## src/sched_pkg.sv

```systemverilog
package sched_pkg;

    // bus and DRAM geometry
    localparam int ADDR_BITS = 19;   // also the width of the command word
    localparam int ROW_BITS  = 8;
    localparam int COL_BITS  = 4;
    localparam int BG_BITS   = 1;
    localparam int BA_BITS   = 2;
    localparam int BANK_BITS = BG_BITS + BA_BITS;
    localparam int BANKS     = 1 << BANK_BITS;
    localparam int DATA_BITS = 32;

    // bit positions of the address fields, column at the bottom
    localparam int BA_LSB  = COL_BITS;
    localparam int BG_LSB  = BA_LSB + BA_BITS;
    localparam int ROW_LSB = BG_LSB + BG_BITS;

    // per-bank queue
    localparam int QUEUE_DEPTH = 4;
    localparam int QPTR_BITS   = $clog2(QUEUE_DEPTH);
    localparam int QCNT_BITS   = $clog2(QUEUE_DEPTH + 1);

    // bank timing, in controller cycles
    localparam int ACT_LATENCY = 8;
    localparam int PRE_LATENCY = 5;
    localparam int TIMER_BITS  = $clog2(ACT_LATENCY + 1);

    // command word layout: pattern, bank group, bank, row or column field
    localparam int          PAT_BITS       = 3;
    localparam int          CMD_FIELD_BITS = ADDR_BITS - PAT_BITS - BANK_BITS;
    localparam logic [2:0]  PAT_READ       = 3'b011;
    localparam logic [2:0]  PAT_WRITE      = 3'b010;
    localparam logic [2:0]  PAT_ACT        = 3'b100;
    localparam logic [2:0]  PAT_PRE        = 3'b001;

    // kinds in priority order, lowest value wins
    localparam int NUM_KINDS = 4;

    typedef enum logic [1:0] {
        CMD_READ  = 2'd0,
        CMD_WRITE = 2'd1,
        CMD_ACT   = 2'd2,
        CMD_PRE   = 2'd3
    } cmd_kind_t;

    typedef struct packed {
        logic [ROW_BITS-1:0]  row;
        logic [COL_BITS-1:0]  col;
        logic [BG_BITS-1:0]   bank_group;
        logic [BA_BITS-1:0]   bank;
        logic                 write;
        logic [DATA_BITS-1:0] data;
    } req_entry_t;

endpackage
```

## src/request_scheduler.sv

```systemverilog
`timescale 1ns/1ps

module request_scheduler (
    input  logic                            clk_in,
    input  logic                            rst_in,
    input  logic [sched_pkg::ADDR_BITS-1:0] addr_in,
    input  logic                            valid_in,   // one-cycle strobe
    input  logic                            write_in,
    input  logic [sched_pkg::DATA_BITS-1:0] data_in,
    input  logic                            cmd_ready,  // controller offers a slot
    output logic                            full_out,
    output logic                            valid_out,
    output sched_pkg::cmd_kind_t            cmd_out,
    output logic [sched_pkg::ADDR_BITS-1:0] addr_out,
    output logic [sched_pkg::BG_BITS-1:0]   bank_group_out,
    output logic [sched_pkg::BA_BITS-1:0]   bank_out,
    output logic [sched_pkg::ROW_BITS-1:0]  row_out,
    output logic [sched_pkg::COL_BITS-1:0]  col_out,
    output logic [sched_pkg::DATA_BITS-1:0] data_out
);

    logic [sched_pkg::ROW_BITS-1:0]  dec_row;
    logic [sched_pkg::COL_BITS-1:0]  dec_col;
    logic [sched_pkg::BG_BITS-1:0]   dec_bank_group;
    logic [sched_pkg::BA_BITS-1:0]   dec_bank;
    logic [sched_pkg::BANK_BITS-1:0] dec_bank_idx;
    sched_pkg::req_entry_t           new_req;

    logic [sched_pkg::BANKS-1:0]                         fifo_push;
    logic [sched_pkg::BANKS-1:0]                         fifo_pop;
    logic [sched_pkg::BANKS-1:0]                         fifo_not_empty;
    logic [sched_pkg::BANKS-1:0]                         fifo_full;
    sched_pkg::req_entry_t [sched_pkg::BANKS-1:0]        heads;
    logic [sched_pkg::BANKS-1:0]                         row_open;
    logic [sched_pkg::BANKS-1:0][sched_pkg::ROW_BITS-1:0] open_row;
    logic [sched_pkg::BANKS-1:0]                         busy;
    logic [sched_pkg::BANKS-1:0]                         cand_valid;
    sched_pkg::cmd_kind_t [sched_pkg::BANKS-1:0]         cand_kind;
    logic [sched_pkg::BANKS-1:0]                         grant;

    logic                            issue_valid;
    sched_pkg::cmd_kind_t            issue_kind;
    logic [sched_pkg::BANK_BITS-1:0] issue_bank;
    logic [sched_pkg::ROW_BITS-1:0]  issue_row;
    logic                            issue_rw;

    addr_decoder u_decoder (
        .addr_in    (addr_in),
        .row        (dec_row),
        .col        (dec_col),
        .bank_group (dec_bank_group),
        .bank       (dec_bank),
        .bank_idx   (dec_bank_idx)
    );

    assign new_req = '{
        row:        dec_row,
        col:        dec_col,
        bank_group: dec_bank_group,
        bank:       dec_bank,
        write:      write_in,
        data:       data_in
    };

    // refusal is per bank, so only the addressed queue matters
    assign full_out = fifo_full[dec_bank_idx];

    // only reads and writes retire a queue entry
    assign issue_rw = (issue_kind == sched_pkg::CMD_READ) ||
                      (issue_kind == sched_pkg::CMD_WRITE);

    for (genvar b = 0; b < sched_pkg::BANKS; b++) begin : g_bank
        assign fifo_push[b] = valid_in && !fifo_full[b] &&
                              (dec_bank_idx == sched_pkg::BANK_BITS'(b));
        assign fifo_pop[b]  = grant[b] && issue_rw;

        req_fifo #(
            .payload_t (sched_pkg::req_entry_t)
        ) u_fifo (
            .clk_in    (clk_in),
            .rst_in    (rst_in),
            .push      (fifo_push[b]),
            .push_data (new_req),
            .pop       (fifo_pop[b]),
            .head      (heads[b]),
            .not_empty (fifo_not_empty[b]),
            .full      (fifo_full[b])
        );

        bank_planner u_planner (
            .head_valid (fifo_not_empty[b]),
            .head       (heads[b]),
            .row_open   (row_open[b]),
            .open_row   (open_row[b]),
            .busy       (busy[b]),
            .cand_valid (cand_valid[b]),
            .cand_kind  (cand_kind[b])
        );
    end

    bank_tracker u_tracker (
        .clk_in      (clk_in),
        .rst_in      (rst_in),
        .issue_valid (issue_valid),
        .issue_kind  (issue_kind),
        .issue_bank  (issue_bank),
        .issue_row   (issue_row),
        .row_open    (row_open),
        .open_row    (open_row),
        .busy        (busy)
    );

    cmd_arbiter u_arbiter (
        .clk_in         (clk_in),
        .rst_in         (rst_in),
        .cmd_ready      (cmd_ready),
        .cand_valid     (cand_valid),
        .cand_kind      (cand_kind),
        .heads          (heads),
        .grant          (grant),
        .issue_valid    (issue_valid),
        .issue_kind     (issue_kind),
        .issue_bank     (issue_bank),
        .issue_row      (issue_row),
        .valid_out      (valid_out),
        .cmd_out        (cmd_out),
        .addr_out       (addr_out),
        .bank_group_out (bank_group_out),
        .bank_out       (bank_out),
        .row_out        (row_out),
        .col_out        (col_out),
        .data_out       (data_out)
    );

endmodule

```

## src/cmd_arbiter.sv

```systemverilog
`timescale 1ns/1ps

module cmd_arbiter (
    input  logic                                   clk_in,
    input  logic                                   rst_in,
    input  logic                                   cmd_ready,
    input  logic [sched_pkg::BANKS-1:0]            cand_valid,
    input  sched_pkg::cmd_kind_t [sched_pkg::BANKS-1:0]  cand_kind,
    input  sched_pkg::req_entry_t [sched_pkg::BANKS-1:0] heads,
    output logic [sched_pkg::BANKS-1:0]            grant,
    output logic                                   issue_valid,
    output sched_pkg::cmd_kind_t                   issue_kind,
    output logic [sched_pkg::BANK_BITS-1:0]        issue_bank,
    output logic [sched_pkg::ROW_BITS-1:0]         issue_row,
    output logic                                   valid_out,
    output sched_pkg::cmd_kind_t                   cmd_out,
    output logic [sched_pkg::ADDR_BITS-1:0]        addr_out,
    output logic [sched_pkg::BG_BITS-1:0]          bank_group_out,
    output logic [sched_pkg::BA_BITS-1:0]          bank_out,
    output logic [sched_pkg::ROW_BITS-1:0]         row_out,
    output logic [sched_pkg::COL_BITS-1:0]         col_out,
    output logic [sched_pkg::DATA_BITS-1:0]        data_out
);

    logic                                found;
    logic [sched_pkg::BANK_BITS-1:0]     sel_bank;
    sched_pkg::cmd_kind_t                sel_kind;
    sched_pkg::req_entry_t               sel_head;
    logic [sched_pkg::PAT_BITS-1:0]      pattern;
    logic [sched_pkg::CMD_FIELD_BITS-1:0] field;
    logic [sched_pkg::ADDR_BITS-1:0]     next_addr;

    // kind first, then lowest bank index within the kind
    always_comb begin
        found    = 1'b0;
        sel_bank = '0;
        sel_kind = sched_pkg::CMD_READ;
        if (cmd_ready) begin
            for (int k = 0; k < sched_pkg::NUM_KINDS; k++) begin
                for (int b = 0; b < sched_pkg::BANKS; b++) begin
                    if (!found && cand_valid[b] &&
                        cand_kind[b] == sched_pkg::cmd_kind_t'(k)) begin
                        found    = 1'b1;
                        sel_bank = sched_pkg::BANK_BITS'(b);
                        sel_kind = sched_pkg::cmd_kind_t'(k);
                    end
                end
            end
        end
    end

    always_comb begin
        grant = '0;
        if (found) begin
            grant[sel_bank] = 1'b1;   // one-hot
        end
    end

    assign sel_head    = heads[sel_bank];
    assign issue_valid = found;
    assign issue_kind  = sel_kind;
    assign issue_bank  = sel_bank;
    assign issue_row   = sel_head.row;

    // command word fields
    always_comb begin
        case (sel_kind)
            sched_pkg::CMD_READ: begin
                pattern = sched_pkg::PAT_READ;
                field   = sched_pkg::CMD_FIELD_BITS'(sel_head.col);
            end
            sched_pkg::CMD_WRITE: begin
                pattern = sched_pkg::PAT_WRITE;
                field   = sched_pkg::CMD_FIELD_BITS'(sel_head.col);
            end
            sched_pkg::CMD_ACT: begin
                pattern = sched_pkg::PAT_ACT;
                field   = sched_pkg::CMD_FIELD_BITS'(sel_head.row);
            end
            default: begin
                pattern = sched_pkg::PAT_PRE;
                field   = '0;   // precharge carries no address
            end
        endcase
    end

    assign next_addr = found ? {pattern, sel_head.bank_group, sel_head.bank, field} : '1;

    always_ff @(posedge clk_in or posedge rst_in) begin
        if (rst_in) begin
            valid_out <= 1'b0;
            addr_out  <= '1;   // all ones means idle
        end else begin
            valid_out <= found;
            addr_out  <= next_addr;
        end
    end

    // fields hold their last command between issues
    always_ff @(posedge clk_in) begin
        if (found) begin
            cmd_out        <= sel_kind;
            bank_group_out <= sel_head.bank_group;
            bank_out       <= sel_head.bank;
            row_out        <= sel_head.row;
            col_out        <= sel_head.col;
            data_out       <= (sel_kind == sched_pkg::CMD_WRITE) ? sel_head.data : '0;
        end
    end

endmodule

```

## src/bank_planner.sv

```systemverilog
`timescale 1ns/1ps

module bank_planner (
    input  logic                          head_valid,
    input  sched_pkg::req_entry_t         head,
    input  logic                          row_open,
    input  logic [sched_pkg::ROW_BITS-1:0] open_row,
    input  logic                          busy,
    output logic                          cand_valid,
    output sched_pkg::cmd_kind_t          cand_kind
);

    logic row_hit;

    assign row_hit = row_open && (open_row == head.row);

    // nothing to offer with an empty queue or a bank still settling
    assign cand_valid = head_valid && !busy;

    always_comb begin
        cand_kind = sched_pkg::CMD_READ;
        if (!row_open) begin
            cand_kind = sched_pkg::CMD_ACT;   // closed bank needs the row first
        end else if (!row_hit) begin
            cand_kind = sched_pkg::CMD_PRE;   // wrong row open, close it
        end else if (head.write) begin
            cand_kind = sched_pkg::CMD_WRITE;
        end else begin
            cand_kind = sched_pkg::CMD_READ;
        end
    end

endmodule

```

## src/bank_tracker.sv

```systemverilog
`timescale 1ns/1ps

module bank_tracker (
    input  logic                                                clk_in,
    input  logic                                                rst_in,
    input  logic                                                issue_valid,
    input  sched_pkg::cmd_kind_t                                issue_kind,
    input  logic [sched_pkg::BANK_BITS-1:0]                     issue_bank,
    input  logic [sched_pkg::ROW_BITS-1:0]                      issue_row,
    output logic [sched_pkg::BANKS-1:0]                         row_open,
    output logic [sched_pkg::BANKS-1:0][sched_pkg::ROW_BITS-1:0] open_row,
    output logic [sched_pkg::BANKS-1:0]                         busy
);

    logic [sched_pkg::TIMER_BITS-1:0] cnt [sched_pkg::BANKS];
    logic [sched_pkg::BANKS-1:0] hit;   // bank addressed by the issued command

    always_comb begin
        for (int b = 0; b < sched_pkg::BANKS; b++) begin
            hit[b]  = issue_valid && (issue_bank == sched_pkg::BANK_BITS'(b));
            busy[b] = (cnt[b] != '0);
        end
    end

    // open flag and countdown per bank
    always_ff @(posedge clk_in or posedge rst_in) begin
        if (rst_in) begin
            row_open <= '0;
            for (int b = 0; b < sched_pkg::BANKS; b++) begin
                cnt[b] <= '0;
            end
        end else begin
            for (int b = 0; b < sched_pkg::BANKS; b++) begin
                if (hit[b] && issue_kind == sched_pkg::CMD_ACT) begin
                    row_open[b] <= 1'b1;
                    cnt[b]      <= sched_pkg::TIMER_BITS'(sched_pkg::ACT_LATENCY);
                end else if (hit[b] && issue_kind == sched_pkg::CMD_PRE) begin
                    row_open[b] <= 1'b0;
                    cnt[b]      <= sched_pkg::TIMER_BITS'(sched_pkg::PRE_LATENCY);
                end else if (cnt[b] != '0) begin
                    cnt[b] <= cnt[b] - 1'b1;   // counts down in parallel for all banks
                end
            end
        end
    end

    // the row is only meaningful while the open flag is set
    always_ff @(posedge clk_in) begin
        for (int b = 0; b < sched_pkg::BANKS; b++) begin
            if (hit[b] && issue_kind == sched_pkg::CMD_ACT) begin
                open_row[b] <= issue_row;
            end
        end
    end

endmodule

```

## src/req_fifo.sv

```systemverilog
`timescale 1ns/1ps

module req_fifo #(
    parameter type payload_t = logic
) (
    input  logic     clk_in,
    input  logic     rst_in,
    input  logic     push,
    input  payload_t push_data,
    input  logic     pop,
    output payload_t head,
    output logic     not_empty,
    output logic     full
);

    payload_t mem [sched_pkg::QUEUE_DEPTH];
    logic [sched_pkg::QPTR_BITS-1:0] wr_ptr;
    logic [sched_pkg::QPTR_BITS-1:0] rd_ptr;
    logic [sched_pkg::QCNT_BITS-1:0] count;
    logic do_push;
    logic do_pop;

    assign not_empty = (count != '0);
    assign full      = (count == sched_pkg::QCNT_BITS'(sched_pkg::QUEUE_DEPTH));
    assign do_push   = push && !full;   // a push into a full queue is dropped
    assign do_pop    = pop && not_empty;
    assign head      = mem[rd_ptr];     // oldest entry

    always_ff @(posedge clk_in or posedge rst_in) begin
        if (rst_in) begin
            wr_ptr <= '0;
            rd_ptr <= '0;
            count  <= '0;
        end else begin
            if (do_push) begin
                if (wr_ptr == sched_pkg::QPTR_BITS'(sched_pkg::QUEUE_DEPTH - 1)) begin
                    wr_ptr <= '0;
                end else begin
                    wr_ptr <= wr_ptr + 1'b1;
                end
            end
            if (do_pop) begin
                if (rd_ptr == sched_pkg::QPTR_BITS'(sched_pkg::QUEUE_DEPTH - 1)) begin
                    rd_ptr <= '0;
                end else begin
                    rd_ptr <= rd_ptr + 1'b1;
                end
            end
            // push and pop together leave the count as it is
            case ({do_push, do_pop})
                2'b10:   count <= count + 1'b1;
                2'b01:   count <= count - 1'b1;
                default: count <= count;
            endcase
        end
    end

    always_ff @(posedge clk_in) begin
        if (do_push) begin
            mem[wr_ptr] <= push_data;
        end
    end

endmodule

```

## src/addr_decoder.sv

```systemverilog
`timescale 1ns/1ps

module addr_decoder (
    input  logic [sched_pkg::ADDR_BITS-1:0] addr_in,
    output logic [sched_pkg::ROW_BITS-1:0]  row,
    output logic [sched_pkg::COL_BITS-1:0]  col,
    output logic [sched_pkg::BG_BITS-1:0]   bank_group,
    output logic [sched_pkg::BA_BITS-1:0]   bank,
    output logic [sched_pkg::BANK_BITS-1:0] bank_idx
);

    // bits above the row field are not used
    assign col        = addr_in[0 +: sched_pkg::COL_BITS];
    assign bank       = addr_in[sched_pkg::BA_LSB +: sched_pkg::BA_BITS];
    assign bank_group = addr_in[sched_pkg::BG_LSB +: sched_pkg::BG_BITS];
    assign row        = addr_in[sched_pkg::ROW_LSB +: sched_pkg::ROW_BITS];

    // flat index selects the bank queue, group bits on top
    assign bank_idx = {bank_group, bank};

endmodule

```

## config.mk

```make
export PLATFORM = sky130hd
export DESIGN_NAME = request_scheduler
export DESIGN_NICKNAME = d
export VERILOG_FILES = /design/src/sched_pkg.sv /design/src/request_scheduler.sv /design/src/cmd_arbiter.sv /design/src/bank_planner.sv /design/src/bank_tracker.sv /design/src/req_fifo.sv /design/src/addr_decoder.sv
export SDC_FILE = /design/constraint.sdc
export NUM_CORES = 2
export LEC_CHECK = 0
export CAP_MARGIN = 30
export CORE_MARGIN = 2
export CORE_UTILIZATION = 66
export CTS_BUF_LIST = sky130_fd_sc_hd__clkbuf_2 sky130_fd_sc_hd__clkbuf_4 sky130_fd_sc_hd__clkbuf_8
export DETAILED_ROUTE_END_ITERATION = 8
export DONT_BUFFER_PORTS = 1
export PLACE_DENSITY = 0.82
export REMOVE_ABC_BUFFERS = 1
export SLEW_MARGIN = 5
export SYNTH_ARGS = -nofsm -noshare
export SYNTH_HDL_FRONTEND = slang
export SYNTH_SLANG_ARGS = --single-unit
```

## constraint.sdc

```tcl
create_clock -name clk_in -period 7.7 [get_ports clk_in]
set_clock_uncertainty 0.2 [all_clocks]
set_input_delay 0 -clock clk_in [delete_from_list [all_inputs] [get_ports clk_in]]
set_output_delay 0 -clock clk_in [all_outputs]
set_load 0.005 [all_outputs]
```

**After elaboration in Yosys (flattened, before gate mapping)**

Memory sizes are Yosys's and may differ from the RTL's.
Cells that the tools add are included.
W data, S select, Z words.

- Reduce and logical (&&, ||, !) cells: 244
- Equality and inequality tests: 89
- Multiplexer cells: 235
- Magnitude comparators: 3
- Add/sub/neg operators: 40

Operators by type and width:

| operator | count |
|---|---|
| $bmux W48 S3 | 1 |
| $logic_and A1 B1 Y1 | 144 |
| $mux W1 | 115 |
| $mux W2 | 51 |
| $mux W4 | 24 |
| $mux W3 | 29 |
| $eq A2 B2 Y1 const B | 42 |
| $eq A8 B8 Y1 | 8 |
| $eq A3 B3 Y1 const B | 16 |
| $mux W48 | 1 |
| $pmux W3 S2 | 8 |
| $reduce_bool A3 Y1 | 16 |
| $logic_not A1 Y1 | 47 |
| $eq A2 B1 Y1 const B | 17 |
| $add A2 B1 Y2 const B | 16 |
| $reduce_bool A2 Y1 | 16 |
| $reduce_bool A4 Y1 | 8 |
| $sub A4 B1 Y4 const B | 8 |
| $add A3 B1 Y3 const B | 8 |
| $sub A3 B1 Y3 const B | 8 |
| $mux W19 | 1 |
| $logic_not A2 Y1 | 9 |
| $pmux W8 S2 | 1 |
| $eq A3 B2 Y1 const B | 4 |
| other kinds (10) | 13 |

- Bits in writable memories: 1536
- Register bits: 229
- Logic and storage cells: 675
- Memories: 8
- Bits of input ports: 56

Memory list:

| name | words | bits a word | read ports | clocked after memory_dff | wr ports | line | source |
|---|---|---|---|---|---|---|---|
| g_bank[0].u_fifo.mem | 4 | 48 | 1 | 0 | 1 | req_fifo.sv:16 | `payload_t mem [sched_pkg::QUEUE_DEPTH];` |
| g_bank[1].u_fifo.mem | 4 | 48 | 1 | 0 | 1 | req_fifo.sv:16 |  |
| g_bank[2].u_fifo.mem | 4 | 48 | 1 | 0 | 1 | req_fifo.sv:16 |  |
| g_bank[3].u_fifo.mem | 4 | 48 | 1 | 0 | 1 | req_fifo.sv:16 |  |
| g_bank[4].u_fifo.mem | 4 | 48 | 1 | 0 | 1 | req_fifo.sv:16 |  |
| g_bank[5].u_fifo.mem | 4 | 48 | 1 | 0 | 1 | req_fifo.sv:16 |  |
| +2 memories | n/a | n/a | n/a | n/a | n/a | n/a |  |

**Logic depth before layout (Yosys ltp)**

An unclocked memory read counts as a cell.

- Depth in word-level cells: 173
- Depth in mapped cells: 26

**Cells and area by module**

From an unflattened synthesis, not the netlist that was laid out.

- Cell total of the unflattened synthesis: 3570
- Area, all modules: 70986.8 um2

By module, submodules not included:

| module | times used | area an instance (um2) | cells an instance | seq. area each (um2) |
|---|---|---|---|---|
| req_fifo | 8 | 7442.1 | 292 | 5940.7 |
| cmd_arbiter | 1 | 6105.9 | 783 | 1890.6 |
| bank_tracker | 1 | 4167.7 | 289 | 2922.8 |
| bank_planner | 8 | 107.6 | 15 | 0.0 |
| request_scheduler | 1 | 180.2 | 24 | 0.0 |
| addr_decoder | 1 | 135.1 | 18 | 0.0 |

**Worst setup path before layout**

OpenSTA, ideal clock, no wires.

- Path kind: reg2reg
- Start: register g_bank[6].u_fifo.rd_ptr[0] (netlist bit)
- End: register g_bank[3].u_fifo.count[2] (netlist bit)
- Cell stages (with the launch flop): 20
- Clock period less this slack: 6213 ps
- Buffers on the path: 3
- Setup slack: 1487 ps
- Data arrival time: 5934 ps
- Cell sequence: dfrtp_1 -> buf_2 -> buf_6 -> mux4_2 -> xnor2_1 -> nand2_1 -> or4_1 -> or4b_4 -> or4b_1 -> o21a_1 -> clkbuf_1 -> nand2_2 -> nor3_1 -> nor3b_2 -> ha_1 -> inv_1 -> fa_1 -> xor2_1 -> nor2_1 -> xor2_1

- Elaborated cells on any way between the ends: 205
- Those cells by class: order compare: 2; eq/ne: 7; mux: 111; reduce/logical: 84; memory: 1

RTL lines:

| item | line | source |
|---|---|---|
| start, declared | req_fifo.sv:18 | `logic [sched_pkg::QPTR_BITS-1:0] rd_ptr;` |
| start signal, assigned | req_fifo.sv:46 | `rd_ptr <= rd_ptr + 1'b1;` |
| $mem_v2 Z4 W48 (*) | n/a |  |
| $eq A8 B8 Y1 | bank_planner.sv:15 | `assign row_hit = row_open && (open_row == head.row);` |
| $logic_and A1 B1 Y1 | bank_planner.sv:15 |  |
| $mux W2 (*) | bank_planner.sv:24 | `end else if (!row_hit) begin` |
| $mux W2 (*) | bank_planner.sv:22 | `if (!row_open) begin` |
| $logic_not A2 Y1 | cmd_arbiter.sv:42 | `cand_kind[b] == sched_pkg::cmd_kind_t'(k)) begin` |
| $logic_and A1 B1 Y1 | cmd_arbiter.sv:41 | `if (!found && cand_valid[b] &&` |
| $mux W1 | cmd_arbiter.sv:41 |  |
| (+125 left out) | n/a |  |
| $mux W1 (*) | cmd_arbiter.sv:38 | `if (cmd_ready) begin` |
| named net issue_valid | request_scheduler.sv:41 | `logic issue_valid;` |
| $mux W8 (*) | cmd_arbiter.sv:54 | `if (found) begin` |
| $logic_and A1 B1 Y1 (*) | request_scheduler.sv:75 | `assign fifo_pop[b] = grant[b] && issue_rw;` |
| $logic_and A1 B1 Y1 (*) | req_fifo.sv:26 | `assign do_pop = pop && not_empty;` |
| named net g_bank[3].u_fifo.do_pop | req_fifo.sv:21 | `logic do_pop;` |
| $eq A2 B1 Y1 / $eq A2 B2 Y1 (equally long branches) | req_fifo.sv:50 | `case ({do_push, do_pop})` |
| $pmux W3 S2 / $reduce_bool A2 Y1 (equally long branches) | n/a |  |
| end signal, assigned | req_fifo.sv:51 | `2'b10: count <= count + 1'b1;` |
| end signal, assigned | req_fifo.sv:52 | `2'b01: count <= count - 1'b1;` |
| end signal, assigned | req_fifo.sv:53 | `default: count <= count;` |
| end, declared | req_fifo.sv:19 | `logic [sched_pkg::QCNT_BITS-1:0] count;` |

The timed path passes the listed nets; every way through them passes the cells marked *. The select of a mux whose other input is x is not followed.
A chain may end at the register's enable or synchronous reset.

**Final worst setup path**

- Start: register g_bank[0].u_fifo.rd_ptr[1] (netlist bit)
- End: register g_bank[0].u_fifo.count[2] (netlist bit)

- Cells in the longest elaborated chain, start to end: 173
- Elaborated cells on any way between the ends: 240
- Those cells by class: order compare: 2; eq/ne: 7; mux: 128; reduce/logical: 102; memory: 1

Ends and longest elaborated chain:

| item | line | source |
|---|---|---|
| start, declared | req_fifo.sv:18 |  |
| start signal, assigned | req_fifo.sv:46 |  |
| $mem_v2 Z4 W48 (*) | n/a |  |
| $eq A8 B8 Y1 | bank_planner.sv:15 |  |
| $logic_and A1 B1 Y1 | bank_planner.sv:15 |  |
| $mux W2 (*) | bank_planner.sv:24 |  |
| $mux W2 (*) | bank_planner.sv:22 |  |
| $logic_not A2 Y1 | cmd_arbiter.sv:42 |  |
| $logic_and A1 B1 Y1 | cmd_arbiter.sv:41 |  |
| $mux W1 | cmd_arbiter.sv:41 |  |
| (+158 left out) | n/a |  |
| $mux W1 (implied by the code) | cmd_arbiter.sv:55 | `grant[sel_bank] = 1'b1;` |
| $demux W1 S3 | n/a |  |
| $mux W8 | cmd_arbiter.sv:54 |  |
| $logic_and A1 B1 Y1 (*) | request_scheduler.sv:75 |  |
| $logic_and A1 B1 Y1 (*) | req_fifo.sv:26 |  |
| named net g_bank[0].u_fifo.do_pop | req_fifo.sv:21 |  |
| $eq A2 B1 Y1 / $eq A2 B2 Y1 (equally long branches) | req_fifo.sv:50 |  |
| $pmux W3 S2 / $reduce_bool A2 Y1 (equally long branches) | n/a |  |
| end signal, assigned | req_fifo.sv:51 |  |
| end signal, assigned | req_fifo.sv:52 |  |
| end signal, assigned | req_fifo.sv:53 |  |
| end, declared | req_fifo.sv:19 |  |

Marked as above.

==> flow_summary.toml <==
[run_status]
status = "complete, no violations"

[setup_path]
crit_required_ps = 8340
startpoint_type = "register"
crit_type = "register to register"
r2r_cells = 17
cp.arrival_ps = 7340
crit_path_end_kind = "register"
crit_fanout = 43

[layout]
layout_commonest_cell = "edfxtp_1"
drive_above_1_share = 0.262
ff_latch_area_sq_mm = 0.0524
fillers = 5304
finalNetCount = 4069
post-route-util = 0.753
final_cell_area_sq_mm = 0.0795
final_cell_mix = "edfxtp_1 (1649), mux4_2 (383), clkbuf_8 (293)"
area_delta_synth_final_pct = 12.9
multi_input_area_sq_mm = 0.0171
final_cells = 5526

[clocking]
worstSkewPairLatency_ps = 960
cts_buffers = 287
ctsResizeCount = 0
cts_tree = "yes"
clk_pin_slew_ps = 60
cts_root_buf = "clkbuf_8"
cts_buffer_depth = 4
clock-sinks = 1761
htreeDepth = 5

[power_and_ir_drop]
irDropWorstVdd_v = 0.000534
finalPower_mw = 29.9
power.density_mw_per_mm2 = 375
p_leak_nw = 26.4

[timing]
setup_tns_ps = 0
period_needed_ps = 6690
fin_hold_ws_ps = 54.9
fin_ws_ps = 1010
post-route-period-util = 0.869
setup_viol = 0
rsz0062_at_grt = "false"
relSlewSlack = 0.262
fmax_ghz = 0.149
finalHoldViolCount = 0
finalMaxSlewViolations = 0
tightestPinTransition_ps = 1100

[placement]
place_ws_ps = 1110
globalplace.congestion = 0.963
port_buffers = 0
dpl.cell_count = 4886
place_hpwl_um = 101000
placed_area_sq_mm = 0.0723

[die]
die_h_um = 331
io_pins = 126
start_util = 0.667
fp-row-count = 119
core_sq_mm = 0.106
die-area_sq_mm = 0.109
die_w_um = 331

[drt]
first_pass_iters = 6
wl_per_cell_um = 34.4
ant_nets = 0
vias = 38700
drt_iter0_markers = 5933
vias_per_cell = 7.00
routed_wl_um = 190000
drc_errors = 0

[min_path]
hp-class = "primary input to register"
hold_depth = 1

[synth]
seq_area_frac_synth = 0.743
postSynthRegisterBits = 1761
syn_area_per_cell_sq_um = 19.6
synthesis.area_sq_mm = 0.0704
synth_cell_types = 93
ys_warn_count = 0
synth_edf_count = 1649
synthArstFlopShare = 0.0636
synthFlopType = "edfxtp_1"
syn_inst = 3602

[global_routing]
first_global_vias = 38700
grt_pass1_wl_um = 258000
grt_usage = 0.337
antenna_found_initial = 7
grt_max_degree = 68
grt.overflow.total = 0

[run]
cap_viol_max_count = 0
cell type report:
cell class,instances,area share
flip-flops and latches,1761,0.659
repair buffers,229,0.0340
multi-input cells,1579,0.215
inverters,77,0.00367
clock buffers,382,0.0591
clock inverters,104,0.00765
diodes,3,0.0000944
well taps,1391,0.0219
Yosys cell counts (34+ instances only):
cell type  number  area share
nor3_1         34      0.0024
edfxtp_1     1649        0.70
and2_1         46      0.0041
o21ai_0        44      0.0031
inv_1          75      0.0040
mux4_2        383        0.12
nor2_1         96      0.0051
clkbuf_1      100      0.0053
buf_2          40      0.0028
nand2_1       170      0.0091
xnor2_1        64      0.0080
dfrtp_1        97       0.034
a21oi_1       178       0.013
mux2i_1        81       0.012
ha_1           70       0.012
metal layers:
metal  up-vias  wire length [um]  GRT usage
met2      3410             92400      0.527
met4         8              8800      0.166
li1      15200                 -          -
met3       583             25300     0.0829
met1     19500             63300      0.451
met5         -                52          0
worst max-delay path: stages (launching register included):
cell and delay [ps]:
dfrtp_4 1020, mux4_2 490, xnor2_1 210, nand4_1 380, nor4_1 810, a2111oi_2 180
and3_1 280, o21ai_1 160, and3_4 400, buf_4 600, nand2_1 220, nor4_2 480
ha_1 260, inv_1 60, fa_1 380, xor2_1 150, nor2_1 110, xor2_1 160
path summary, 6_finish.rpt:
kind,endpoint,slack [ps],startpoint
min in group asynchronous,u_arbiter.addr_out[12]$_DFF_PP1_,130,rst_in
hold reg to reg,g_bank[6].u_fifo.count[2]$_DFFE_PP0P_,280,g_bank[6].u_fifo.count[2]$_DFFE_PP0P_
hold / removal,g_bank[4].u_fifo.mem[2][5]$_DFFE_PP_,50,data_in[5]
max in group asynchronous,g_bank[6].u_fifo.rd_ptr[1]$_DFFE_PP0P_,6430,rst_in
setup reg to reg,g_bank[0].u_fifo.count[2]$_DFFE_PP0P_,1010,g_bank[0].u_fifo.rd_ptr[1]$_DFFE_PP0P_
setup / recovery,g_bank[0].u_fifo.count[2]$_DFFE_PP0P_,1010,g_bank[0].u_fifo.rd_ptr[1]$_DFFE_PP0P_
cells by family (layout without fill, tap and decap cells):
group                    count (synthesis)  in the layout  synth area share
flip-flops                            1761           1761             0.743
AND/OR/NAND/NOR                        513            513            0.0385
multiplexers                           489            489             0.138
AO/OA/AOI/OAI                          401            401            0.0372
buffers and inverters                  262            792            0.0162
XOR/XNOR                                98             98            0.0123
adder cells (fa/ha/maj)                 78             78            0.0147
other                                    0              3                 0
where the power goes:
group          internal (mW)  switching [mW]
clock                   4.13            3.68
combinational           3.53            6.16
sequential              11.5           0.883
registers in the layout, indices dropped and copies added, names as in the netlist:
signal	flops
g_bank.u_fifo.count	24
g_bank.u_fifo.mem	1536
g_bank.u_fifo.rd_ptr	16
g_bank.u_fifo.wr_ptr	16
u_arbiter.addr_out	15
u_arbiter.bank_group_out	1
u_arbiter.bank_out	2
u_arbiter.cmd_out	2
u_arbiter.col_out	4
u_arbiter.data_out	32
u_arbiter.row_out	8
u_arbiter.valid_out	1
u_tracker.cnt	32
u_tracker.open_row	64
u_tracker.row_open	8
what timing repair did:
item / CTS / global route
setup buffers: 0 / 0
endpoints found under the hold margin: 3278 / 766
hold buffers: 78 / 29
(Power assumes the default switching activity.)
